`config.mk`:
```
export PLATFORM = sky130hd
export DESIGN_NAME = layer_top
export DESIGN_NICKNAME = d
export VERILOG_FILES = /design/src/ahb_pkg.sv /design/src/lc_pkg.sv /design/src/ahb_slave_regs.sv /design/src/layer_ctrl.sv /design/src/layer_top.sv /design/src/msg_fifo.sv
export VERILOG_INCLUDE_DIRS = /design/src /design/src/src
export SDC_FILE = /design/constraint.sdc
export NUM_CORES = 1
export LEC_CHECK = 0
export BUFFER_PORTS_ARGS = -buffer_cell sky130_fd_sc_hd__buf_2
export CORE_MARGIN = 2
export CORE_UTILIZATION = 25
export DETAILED_ROUTE_END_ITERATION = 10
export GPL_TIMING_DRIVEN = 0
export PLACE_DENSITY = 0.45
export SYNTH_ARGS = -nofsm -noshare
export SYNTH_HDL_FRONTEND = slang
export SYNTH_HIERARCHICAL = 1
export SYNTH_SLANG_ARGS = --single-unit
```
`constraint.sdc`:
```
create_clock -name HCLK -period 10.1 [get_ports HCLK]
set_input_delay 1.515 -clock HCLK [delete_from_list [all_inputs] [get_ports HCLK]]
set_output_delay 1.515 -clock HCLK [all_outputs]
set_load 0.02 [all_outputs]
```
`src/lc_defines.svh`:
```
`ifndef LC_DEFINES_SVH
`define LC_DEFINES_SVH

// Entries per message FIFO, one of them always kept spare
`define LC_FIFO_DEPTH 8

`define LC_ADDR_WIDTH 32
`define LC_DATA_WIDTH 32

// Byte offsets within the slave's window
`define LC_REG_TX_ADDR 8'h00
`define LC_REG_TX_DATA 8'h04
`define LC_REG_RX_ADDR 8'h08
`define LC_REG_RX_DATA 8'h0C
`define LC_REG_STATUS  8'h10

`endif

```
`src/ahb_pkg.sv`:
```
`default_nettype none

package ahb_pkg;

	typedef enum logic [1:0] {
		IDLE   = 2'b00,
		BUSY   = 2'b01,
		NONSEQ = 2'b10,
		SEQ    = 2'b11
	} htrans_t;

	typedef enum logic [1:0] {
		OKAY  = 2'b00,
		ERROR = 2'b01
	} hresp_t;

	// Address phase inputs sampled together
	typedef struct packed {
		logic        sel;
		logic [31:0] addr;
		logic        write;
		logic [2:0]  size;
		htrans_t     trans;
		logic        ready;
	} ahb_req_t;

endpackage

`default_nettype wire

```
`src/lc_pkg.sv`:
```
`default_nettype none

`include "lc_defines.svh"

package lc_pkg;

	typedef struct packed {
		logic [`LC_ADDR_WIDTH-1:0] addr;
		logic [`LC_DATA_WIDTH-1:0] data;
	} msg_t;

	// next_empty means at most one entry is stored
	typedef struct packed {
		logic empty;
		logic full;
		logic next_empty;
	} fifo_stat_t;

	// Low bits of STATUS, frame_complete in bit 0
	typedef struct packed {
		logic tx_empty;
		logic tx_full;
		logic rx_empty;
		logic rx_full;
		logic tx_succ;
		logic tx_fail;
		logic frame_complete;
	} lc_status_t;

endpackage

`default_nettype wire

```
`src/ahb_slave_regs.sv`:
```
`timescale 1ns/1ns
`default_nettype none

`include "lc_defines.svh"

module ahb_slave_regs (
	input  wire                 HCLK,
	input  wire                 HRESETn,
	input  ahb_pkg::ahb_req_t   ahb,
	input  wire [31:0]          HWDATA,
	output logic [31:0]         HRDATA,
	output logic                HREADYOUT,
	output ahb_pkg::hresp_t     HRESP,
	output logic                tx_push,
	output lc_pkg::msg_t        tx_push_msg,
	input  lc_pkg::fifo_stat_t  tx_stat,
	output logic                rx_pop,
	input  lc_pkg::msg_t        rx_head,
	input  lc_pkg::fifo_stat_t  rx_stat,
	input  wire                 tx_succ_evt,
	input  wire                 tx_fail_evt,
	input  wire                 frame_evt,
	output logic [2:0]          sticky
);

	localparam int STAT_W = $bits(lc_pkg::lc_status_t);

	logic                      take;
	logic                      dp_valid;
	logic                      dp_write;
	logic [7:0]                dp_addr;
	logic                      wr_en;
	logic                      rd_en;
	logic [`LC_ADDR_WIDTH-1:0] tx_addr_q;
	logic                      succ_q;
	logic                      fail_q;
	logic                      frame_q;
	logic                      status_wr;
	lc_pkg::lc_status_t        status;
	lc_pkg::lc_status_t        wr_status;

	assign take = ahb.sel && ahb.ready &&
		(ahb.trans == ahb_pkg::NONSEQ || ahb.trans == ahb_pkg::SEQ);

	always_ff @(posedge HCLK or negedge HRESETn)
	begin
		if (!HRESETn)
			dp_valid <= 1'b0;
		else if (ahb.ready)
			dp_valid <= take;
	end

	always_ff @(posedge HCLK)
	begin
		if (take)
		begin
			dp_write <= ahb.write;
			dp_addr  <= ahb.addr[7:0];
		end
	end

	assign wr_en = dp_valid && dp_write;
	assign rd_en = dp_valid && !dp_write;

	// Writes land at the end of the data phase, when HWDATA is valid
	always_ff @(posedge HCLK)
	begin
		if (wr_en && dp_addr == `LC_REG_TX_ADDR)
			tx_addr_q <= HWDATA;
	end

	assign tx_push          = wr_en && (dp_addr == `LC_REG_TX_DATA) && !tx_stat.full;
	assign tx_push_msg.addr = tx_addr_q;
	assign tx_push_msg.data = HWDATA;

	assign rx_pop = rd_en && (dp_addr == `LC_REG_RX_DATA) && !rx_stat.empty;

	assign status_wr = wr_en && (dp_addr == `LC_REG_STATUS);
	assign wr_status = lc_pkg::lc_status_t'(HWDATA[STAT_W-1:0]);

	// A new event wins over a write-one clear in the same cycle
	always_ff @(posedge HCLK or negedge HRESETn)
	begin
		if (!HRESETn)
		begin
			succ_q  <= 1'b0;
			fail_q  <= 1'b0;
			frame_q <= 1'b0;
		end
		else
		begin
			if (tx_succ_evt)
				succ_q <= 1'b1;
			else if (status_wr && wr_status.tx_succ)
				succ_q <= 1'b0;
			if (tx_fail_evt)
				fail_q <= 1'b1;
			else if (status_wr && wr_status.tx_fail)
				fail_q <= 1'b0;
			if (frame_evt)
				frame_q <= 1'b1;
			else if (status_wr && wr_status.frame_complete)
				frame_q <= 1'b0;
		end
	end

	assign sticky = {succ_q, fail_q, frame_q};

	assign status.tx_empty       = tx_stat.empty;
	assign status.tx_full        = tx_stat.full;
	assign status.rx_empty       = rx_stat.empty;
	assign status.rx_full        = rx_stat.full;
	assign status.tx_succ        = succ_q;
	assign status.tx_fail        = fail_q;
	assign status.frame_complete = frame_q;

	always_comb
	begin
		HRDATA = '0;
		if (rd_en)
		begin
			case (dp_addr)
				`LC_REG_RX_ADDR: HRDATA = rx_stat.empty ? '0 : rx_head.addr;
				`LC_REG_RX_DATA: HRDATA = rx_stat.empty ? '0 : rx_head.data;
				`LC_REG_STATUS:  HRDATA = {{(32-STAT_W){1'b0}}, status};
				default:         HRDATA = '0;
			endcase
		end
	end

	// Zero wait states and no error responses
	assign HREADYOUT = 1'b1;
	assign HRESP     = ahb_pkg::OKAY;

endmodule

`default_nettype wire

```
`src/layer_ctrl.sv`:
```
`timescale 1ns/1ns
`default_nettype none

module layer_ctrl (
	input  wire                HCLK,
	input  wire                HRESETn,
	input  lc_pkg::msg_t       tx_head,
	input  lc_pkg::msg_t       tx_next,
	input  lc_pkg::fifo_stat_t tx_stat,
	output logic               tx_pop,
	output logic               tx_flush,
	output lc_pkg::msg_t       tx_msg,
	output logic               tx_pend,
	output logic               tx_req,
	input  wire                tx_ack,
	input  wire                tx_succ,
	input  wire                tx_fail,
	output logic               tx_resp_ack,
	input  wire                rx_req,
	input  wire                rx_pend,
	output logic               rx_ack,
	input  lc_pkg::fifo_stat_t rx_stat,
	output logic               rx_push,
	output logic               tx_succ_evt,
	output logic               tx_fail_evt,
	output logic               frame_complete
);

	typedef enum logic {
		TX_IDLE,
		TX_WAIT
	} tx_state_t;

	typedef enum logic {
		RX_IDLE,
		RX_WAIT
	} rx_state_t;

	tx_state_t tx_state;
	rx_state_t rx_state;

	// TX_WAIT is the request phase of the handshake
	assign tx_req = (tx_state == TX_WAIT);
	assign tx_msg = tx_head;

	// The node keeps the frame open while the next entry shares the address
	assign tx_pend = !tx_stat.next_empty && (tx_next.addr == tx_head.addr);

	// The tail moves on the same edge that drops the request
	assign tx_pop = (tx_state == TX_WAIT) && tx_ack && !tx_stat.empty;

	always_ff @(posedge HCLK or negedge HRESETn)
	begin
		if (!HRESETn)
			tx_state <= TX_IDLE;
		else
		begin
			case (tx_state)
				TX_IDLE:
				begin
					if (!tx_stat.empty && !tx_ack)
						tx_state <= TX_WAIT;
				end
				TX_WAIT:
				begin
					if (tx_ack)
						tx_state <= TX_IDLE;
				end
				default: tx_state <= TX_IDLE;
			endcase
		end
	end

	// Response pair follows the OR of the two response lines
	always_ff @(posedge HCLK or negedge HRESETn)
	begin
		if (!HRESETn)
			tx_resp_ack <= 1'b0;
		else
			tx_resp_ack <= tx_succ || tx_fail;
	end

	// Each response is counted once, before its acknowledge rises
	assign tx_succ_evt = tx_succ && !tx_resp_ack;
	assign tx_fail_evt = tx_fail && !tx_resp_ack;
	assign tx_flush    = tx_fail_evt;

	assign rx_ack  = (rx_state == RX_WAIT);
	assign rx_push = (rx_state == RX_IDLE) && rx_req && !rx_stat.full;

	always_ff @(posedge HCLK or negedge HRESETn)
	begin
		if (!HRESETn)
		begin
			rx_state       <= RX_IDLE;
			frame_complete <= 1'b0;
		end
		else
		begin
			frame_complete <= rx_push && !rx_pend;
			case (rx_state)
				RX_IDLE:
				begin
					if (rx_push)
						rx_state <= RX_WAIT;
				end
				RX_WAIT:
				begin
					if (!rx_req)
						rx_state <= RX_IDLE;
				end
				default: rx_state <= RX_IDLE;
			endcase
		end
	end

	// The node acknowledges only a pending request
	a_ack_needs_req: assert property (@(posedge HCLK) disable iff (!HRESETn)
		$rose(tx_ack) |-> tx_req);

endmodule

`default_nettype wire

```
`src/layer_top.sv`:
```
`timescale 1ns/1ns
`default_nettype none

module layer_top (
	input  wire               HCLK,
	input  wire               HRESETn,
	input  wire               HSEL,
	input  wire [31:0]        HADDR,
	input  wire               HWRITE,
	input  wire [2:0]         HSIZE,
	input  wire [2:0]         HBURST,
	input  wire [3:0]         HPROT,
	input  wire [1:0]         HTRANS,
	input  wire               HMASTLOCK,
	input  wire               HREADY,
	input  wire [31:0]        HWDATA,
	output logic              HREADYOUT,
	output ahb_pkg::hresp_t   HRESP,
	output logic [31:0]       HRDATA,
	output lc_pkg::msg_t      tx_msg,
	output logic              tx_pend,
	output logic              tx_req,
	input  wire               tx_ack,
	input  wire               tx_succ,
	input  wire               tx_fail,
	output logic              tx_resp_ack,
	input  lc_pkg::msg_t      rx_msg,
	input  wire               rx_pend,
	input  wire               rx_req,
	output logic              rx_ack,
	output logic              frame_complete
);

	ahb_pkg::ahb_req_t  ahb_req;
	logic               tx_push;
	lc_pkg::msg_t       tx_push_msg;
	logic               tx_pop;
	logic               tx_flush;
	lc_pkg::msg_t       tx_head;
	lc_pkg::msg_t       tx_next;
	lc_pkg::fifo_stat_t tx_stat;
	logic               rx_push;
	logic               rx_pop;
	lc_pkg::msg_t       rx_head;
	lc_pkg::fifo_stat_t rx_stat;
	logic               tx_succ_evt;
	logic               tx_fail_evt;

	// HBURST, HPROT and HMASTLOCK carry nothing this slave needs
	assign ahb_req.sel   = HSEL;
	assign ahb_req.addr  = HADDR;
	assign ahb_req.write = HWRITE;
	assign ahb_req.size  = HSIZE;
	assign ahb_req.trans = ahb_pkg::htrans_t'(HTRANS);
	assign ahb_req.ready = HREADY;

	ahb_slave_regs u_regs (
		.HCLK        (HCLK),
		.HRESETn     (HRESETn),
		.ahb         (ahb_req),
		.HWDATA      (HWDATA),
		.HRDATA      (HRDATA),
		.HREADYOUT   (HREADYOUT),
		.HRESP       (HRESP),
		.tx_push     (tx_push),
		.tx_push_msg (tx_push_msg),
		.tx_stat     (tx_stat),
		.rx_pop      (rx_pop),
		.rx_head     (rx_head),
		.rx_stat     (rx_stat),
		.tx_succ_evt (tx_succ_evt),
		.tx_fail_evt (tx_fail_evt),
		.frame_evt   (frame_complete),
		.sticky      ()
	);

	layer_ctrl u_ctrl (
		.HCLK           (HCLK),
		.HRESETn        (HRESETn),
		.tx_head        (tx_head),
		.tx_next        (tx_next),
		.tx_stat        (tx_stat),
		.tx_pop         (tx_pop),
		.tx_flush       (tx_flush),
		.tx_msg         (tx_msg),
		.tx_pend        (tx_pend),
		.tx_req         (tx_req),
		.tx_ack         (tx_ack),
		.tx_succ        (tx_succ),
		.tx_fail        (tx_fail),
		.tx_resp_ack    (tx_resp_ack),
		.rx_req         (rx_req),
		.rx_pend        (rx_pend),
		.rx_ack         (rx_ack),
		.rx_stat        (rx_stat),
		.rx_push        (rx_push),
		.tx_succ_evt    (tx_succ_evt),
		.tx_fail_evt    (tx_fail_evt),
		.frame_complete (frame_complete)
	);

	msg_fifo u_tx_fifo (
		.HCLK     (HCLK),
		.HRESETn  (HRESETn),
		.push     (tx_push),
		.push_msg (tx_push_msg),
		.pop      (tx_pop),
		.flush    (tx_flush),
		.head_msg (tx_head),
		.next_msg (tx_next),
		.stat     (tx_stat)
	);

	// The receive side is never flushed and only its head is read
	msg_fifo u_rx_fifo (
		.HCLK     (HCLK),
		.HRESETn  (HRESETn),
		.push     (rx_push),
		.push_msg (rx_msg),
		.pop      (rx_pop),
		.flush    (1'b0),
		.head_msg (rx_head),
		.next_msg (),
		.stat     (rx_stat)
	);

endmodule

`default_nettype wire

```
`src/msg_fifo.sv`:
```
`timescale 1ns/1ns
`default_nettype none

`include "lc_defines.svh"

module msg_fifo (
	input  wire              HCLK,
	input  wire              HRESETn,
	input  wire              push,
	input  lc_pkg::msg_t     push_msg,
	input  wire              pop,
	input  wire              flush,
	output lc_pkg::msg_t     head_msg,
	output lc_pkg::msg_t     next_msg,
	output lc_pkg::fifo_stat_t stat
);

	localparam int PTR_W = $clog2(`LC_FIFO_DEPTH);

	lc_pkg::msg_t     mem [`LC_FIFO_DEPTH];
	logic [PTR_W-1:0] wr_ptr;
	logic [PTR_W-1:0] rd_ptr;
	logic [PTR_W-1:0] wr_ptr_nx;
	logic [PTR_W-1:0] rd_ptr_nx;

	function automatic logic [PTR_W-1:0] inc_ptr(input logic [PTR_W-1:0] p);
		if (p == PTR_W'(`LC_FIFO_DEPTH - 1))
			return '0;
		return p + 1'b1;
	endfunction

	assign wr_ptr_nx = inc_ptr(wr_ptr);
	assign rd_ptr_nx = inc_ptr(rd_ptr);

	assign head_msg = mem[rd_ptr];
	assign next_msg = mem[rd_ptr_nx];

	// One slot stays unused so that full and empty differ
	assign stat.empty      = (wr_ptr == rd_ptr);
	assign stat.full       = (wr_ptr_nx == rd_ptr);
	assign stat.next_empty = stat.empty || (rd_ptr_nx == wr_ptr);

	always_ff @(posedge HCLK or negedge HRESETn)
	begin
		if (!HRESETn)
		begin
			wr_ptr <= '0;
			rd_ptr <= '0;
		end
		else
		begin
			if (push && !stat.full)
				wr_ptr <= wr_ptr_nx;
			// A flush drops everything stored before this edge
			if (flush)
				rd_ptr <= wr_ptr;
			else if (pop && !stat.empty)
				rd_ptr <= rd_ptr_nx;
		end
	end

	always_ff @(posedge HCLK)
	begin
		if (push && !stat.full)
			mem[wr_ptr] <= push_msg;
	end

	// Callers gate their strobes with the status flags
	a_no_push_full: assert property (@(posedge HCLK) disable iff (!HRESETn)
		push |-> !stat.full);
	a_no_pop_empty: assert property (@(posedge HCLK) disable iff (!HRESETn)
		pop |-> !stat.empty);

endmodule

`default_nettype wire

```
* Yosys cells after proc, flatten, opt, wreduce, memory -nomap -nowiden *
Memory sizes are Yosys's and may differ from the RTL's.
Index checks and enable logic that the tools add are counted.

storage, ports and cells
  input port bits = 151
  flip-flop bits (word level) = 61
  bits in read-only memories = 0
  latch bits = 0
  output and inout bits = 104
  memories = 2
  bits in writable memories = 1024

operators by class
  add/subtract/negate cells = 4
  shift operators = 0
  mux-type cells = 34
  multipliers = 0
  eq/ne operators = 16
  reductions and logical operators = 43
  div/mod/pow operators = 0
  $lt $le $gt $ge = 0
  bitwise gates (word level) = 2

memory list
  memory         words  width  rd ports  clocked after memory_dff  wr ports  RTL line        text
  u_rx_fifo.mem  8      64     1         0                         1         msg_fifo.sv:20  lc_pkg::msg_t mem [`LC_FIFO_DEPTH];
  u_tx_fifo.mem  8      64     2         0                         1         msg_fifo.sv:20

operator list
  operator                                                               number
  32-bit two-way mux                                                     3
  32-bit one-hot mux with 3 select lines                                 1
  32-bit equality test                                                   1
  3-bit two-way mux                                                      10
  1-bit logical AND                                                      26
  1-bit two-way mux                                                      18
  8-bit by 4-bit equality test with 1-bit output, second input constant  2
  3-bit equality test                                                    5
  3-bit by 1-bit adder with 3-bit output, second input constant          4
  3-bit equality test, second input constant                             4
  1-bit zero test                                                        9
  8-bit by 3-bit equality test with 1-bit output, second input constant  1
  8-bit by 5-bit equality test with 1-bit output, second input constant  1
  8-bit zero test                                                        1
  2-bit nonzero test                                                     4
  2-bit equality test, second input constant                             2
  1-bit one-hot mux with 2 select lines                                  2
  1-bit logical OR                                                       3
  1-bit NOT                                                              2

* Depth between registers and ports, before layout *
  depth after elaboration = 9
  gate-level depth with buffers = 12
  depth with buffers taken out = 10

* Modules after synthesis *
The synthesis kept the hierarchy.

by module, submodules not included
  module                cells each  instances  area each (um2)  sequential area each (um2)
  msg_fifo (u_rx_fifo)  1302        1          24121.9          15524.9
  msg_fifo (u_tx_fifo)  1170        1          23627.7          15524.9
  ahb_slave_regs        197         1          2459.9           1331.3
  layer_ctrl            124         1          1004.7           100.1
  layer_top             1           1          3.8              0.0

* Worst setup path after synthesis *
No wires, ideal clock.

  path kind = reg2reg
  start = reg u_tx_fifo.wr_ptr[0]
  end = mem u_tx_fifo/mem[2][0] in the netlist's numbering (enable)
  setup slack = 1.369 ns
  arrival = 8.088 ns
  path buffers = 0
  cell stages (with the launch flop) = 8
  data required time = 9.457 ns
  cell sequence = dfrtp_1 > ha_1 > ha_1 > xor2_1 > nor4_2 > nor3_1 > nand2_1 > nor4_1

RTL lines
  item                    RTL line        text
  start, declared         msg_fifo.sv:21  logic [PTR_W-1:0] wr_ptr;
  start signal, assigned  msg_fifo.sv:53  wr_ptr <= wr_ptr_nx;
  end, declared           msg_fifo.sv:20

==> run_results.csv <==
group,metric,value,unit
power_and_ir_drop,p_int,10.2,mW
clock_network,cts_hold_buffers,0,
min_path,hold_depth,1,
place,io_buffer_count,215,
min_path,hp-start,"u_regs/fail_q",
global_routing,grt_overflow,0,
sta,slew_violations,0,
sta,grt_setup_unrepaired,"false",
clock_network,clock_latency,0.75,ns
routing,viasPerCell,4.42,
power_and_ir_drop,p_leak,18.0,nW
run_status,outcome,"finished, final reports clean",
sta,min_period_over_period,62.1,%
clock_network,cts_setup_buffers,0,
sta,relSlewSlack,6.91,%
logic_synthesis,syn_inst,2185,
routing,wl,125000,µm
sta,final_hold_viol_count,0,
run,cap_violations,0,
worst_setup_path,r2r_setup_slack,5.21,ns
final_layout,nNetsFinal,2785,
floorplanning,num_rows,155,
place,place.gp.congestion,0.737,
sta,clock.fmax,159,MHz
power_and_ir_drop,combPwrFrac,37.8,%
final_layout,final_common_cell,"edfxtp_1",
power_and_ir_drop,total_power,15.3,mW
routing,antenna_left,0,
global_routing,grt_pass1_vias,24300,
worst_setup_path,endpoint_kind,"output port",
final_layout,final_cell_mix,"edfxtp_1 (1,065), mux4_2 (320), buf_2 (264), nand2_1 (198), buf_4 (142)",
worst_setup_path,crit_chain,"ha_1 -> ha_1 -> clkbuf_1 -> clkbuf_1 -> mux2_2 -> xnor2_1 -> nand4_1 -> or3_1 -> nor3_2 -> buf_2",
final_layout,drive_gt1_share,41.3,%
sta,tightest_slew,1.40,ns
power_and_ir_drop,p_per_area,282,mW/mm²
place,dpl_cell_area,0.0504,mm²
sta,setup_violations,0,
clock_network,max-clock-path-buffers,3,
global_routing,antenna_found_initial,30,
sta,period_minus_slack,6.27,ns
final_layout,design_area,0.0543,mm²
clock_network,cts.sinks,1085,
logic_synthesis,syn-cell-area,0.0449,mm²
clock_network,cts_resized,0,
routing,wl_per_cell,24.6,µm
final_layout,area_growth,20.7,%
clock_network,clkTransAtPathRegs,0.06,ns
routing,drtIter0Drc,1520,
worst_setup_path,crit_path_start_kind,"register",
worst_setup_path,arrival,4.76,ns
logic_synthesis,syn_avg_cell_area,20.6,µm²
worst_setup_path,critical_path_class,"reg2out",
worst_setup_path,r2r_cells,10,
worst_setup_path,r2r_start,"u_tx_fifo/wr_ptr[0]",
worst_setup_path,cp.required,8.59,ns
routing,drcViolationCount,0,
power_and_ir_drop,peakVddDrop,0.153,mV
floorplanning,initial_core_util,25.2,%
final_layout,stdcell_count,5075,
global_routing,grt_pass1_wl,178000,µm
worst_setup_path,cpMaxStageDelayCell,"clkbuf_1",
floorplanning,die_x,428,µm
final_layout,fin_util,30.4,%
worst_setup_path,cp_max_fo,10,
routing,dr.pass1.iters,5,
clock_network,htree_levels,3,
floorplanning,core,0.179,mm²
power_and_ir_drop,switching_share,33.4,%
place,placedCellCount,4862,
routing,num_vias,22400,
clock_network,root_buffer,"clkbuf_16",
sta,fin_setup_tns,0,ns
floorplanning,dieArea,0.183,mm²
floorplanning,die_h,428,µm
worst_setup_path,r2r_end,"u_tx_fifo/mem[0][25]",
place,place_hpwl,87500,µm
clock_network,cts_tree,"done",
power_and_ir_drop,switchingPower,5.10,mW
power_and_ir_drop,pwr-share-seq,34.4,%
worst_setup_path,slowest_delay,0.73,ns
global_routing,grt_usage,13.5,%
floorplanning,io_pins,255,
global_routing,grt_max_degree,22,
power_and_ir_drop,clock_power_share,27.8,%
logic_synthesis,synth_warnings,6,
sta,skew,0.0783,ns
clock_network,cts_buffers,117,
min_path,holdCritPathClass,"reg2reg",
min_path,hold_end,"u_regs/fail_q",
==> power by group through the flow <==
stage                     Clock, mW  Combinational [mW]  Sequential, mW
after floorplan                   0                3.81            5.36
after global placement            0                5.80            5.41
after detailed placement          0                5.92            5.35
after CTS                      4.37                5.94            5.26
after global routing           4.55                6.15            5.27
final                          4.24                5.77            5.26
==> flip-flops by register name, summed over array words and instances, names as in the netlist <==
signal and cells:
u_rx_fifo/mem 512, u_regs/dp_valid 1, u_regs/dp_addr 8, u_ctrl/tx_resp_ack 1, u_regs/succ_q 1, u_ctrl/tx_req 1
u_regs/dp_write 1, u_ctrl/frame_complete 1, u_tx_fifo/mem 512, u_rx_fifo/wr_ptr 3, u_ctrl/rx_ack 1, u_regs/fail_q 1
u_rx_fifo/rd_ptr 3, u_regs/tx_addr_q 32, u_tx_fifo/rd_ptr 3, u_tx_fifo/wr_ptr 3, u_regs/frame_q 1
==> routing by layer <==
| metal | share of wire (%) | track usage (%) |
|---|---|---|
| met1 | 41 | 16.5 |
| met2 | 52 | 24.0 |
| met3 | 3.9 | 2.29 |
| met4 | 3.5 | 4.43 |
| met5 | 0.085 | 0 |
==> per-stage QoR <==
step | setup WS, ns | hold slack (ns)
after global placement | -7.62 | 0.473
final | 3.83 | 0.485
after floorplan | 1.37 | 0.449
after global routing | 3.65 | 0.516
after CTS | 3.69 | 0.493
after detailed placement | 4.50 | 0.473
==> layout make-up <==
class / instances / area [µm²]
clock inverters: 74 / 822
repair buffers: 318 / 2410
well taps: 2355 / 2950
inverters: 12 / 45.0
flip-flops and latches: 1085 / 32500
clock buffers: 137 / 3000
diodes: 2 / 5.00
multi-input cells: 870 / 11100
plain buffers: 222 / 1440
fillers: 17300 / 124000
==> worst max path at each step <==
stage                        startpoint              endpoint  slack [ns]
global route        u_tx_fifo/rd_ptr[0]               tx_pend        3.65
detailed placement  u_tx_fifo/rd_ptr[0]               tx_pend        4.50
floorplan           u_tx_fifo/wr_ptr[0]   u_tx_fifo/mem[2][0]        1.37
global placement    u_tx_fifo/wr_ptr[0]  u_tx_fifo/mem[4][11]       -7.62
finish              u_tx_fifo/rd_ptr[0]               tx_pend        3.83
CTS                 u_tx_fifo/rd_ptr[0]               tx_pend        3.69
==> worst max-delay path: cells and delay by family, from the launching register on <==
| family | cells | cell delay, ns |
|---|---|---|
| flops | 1 | 0.39 |
| fa+ha+maj | 2 | 0.46 |
| mux | 1 | 0.43 |
| simple gates | 3 | 0.78 |
| buf+inv | 3 | 1.51 |
| xor+xnor | 1 | 0.45 |
Note: power is estimated with default switching activity, not from simulation.
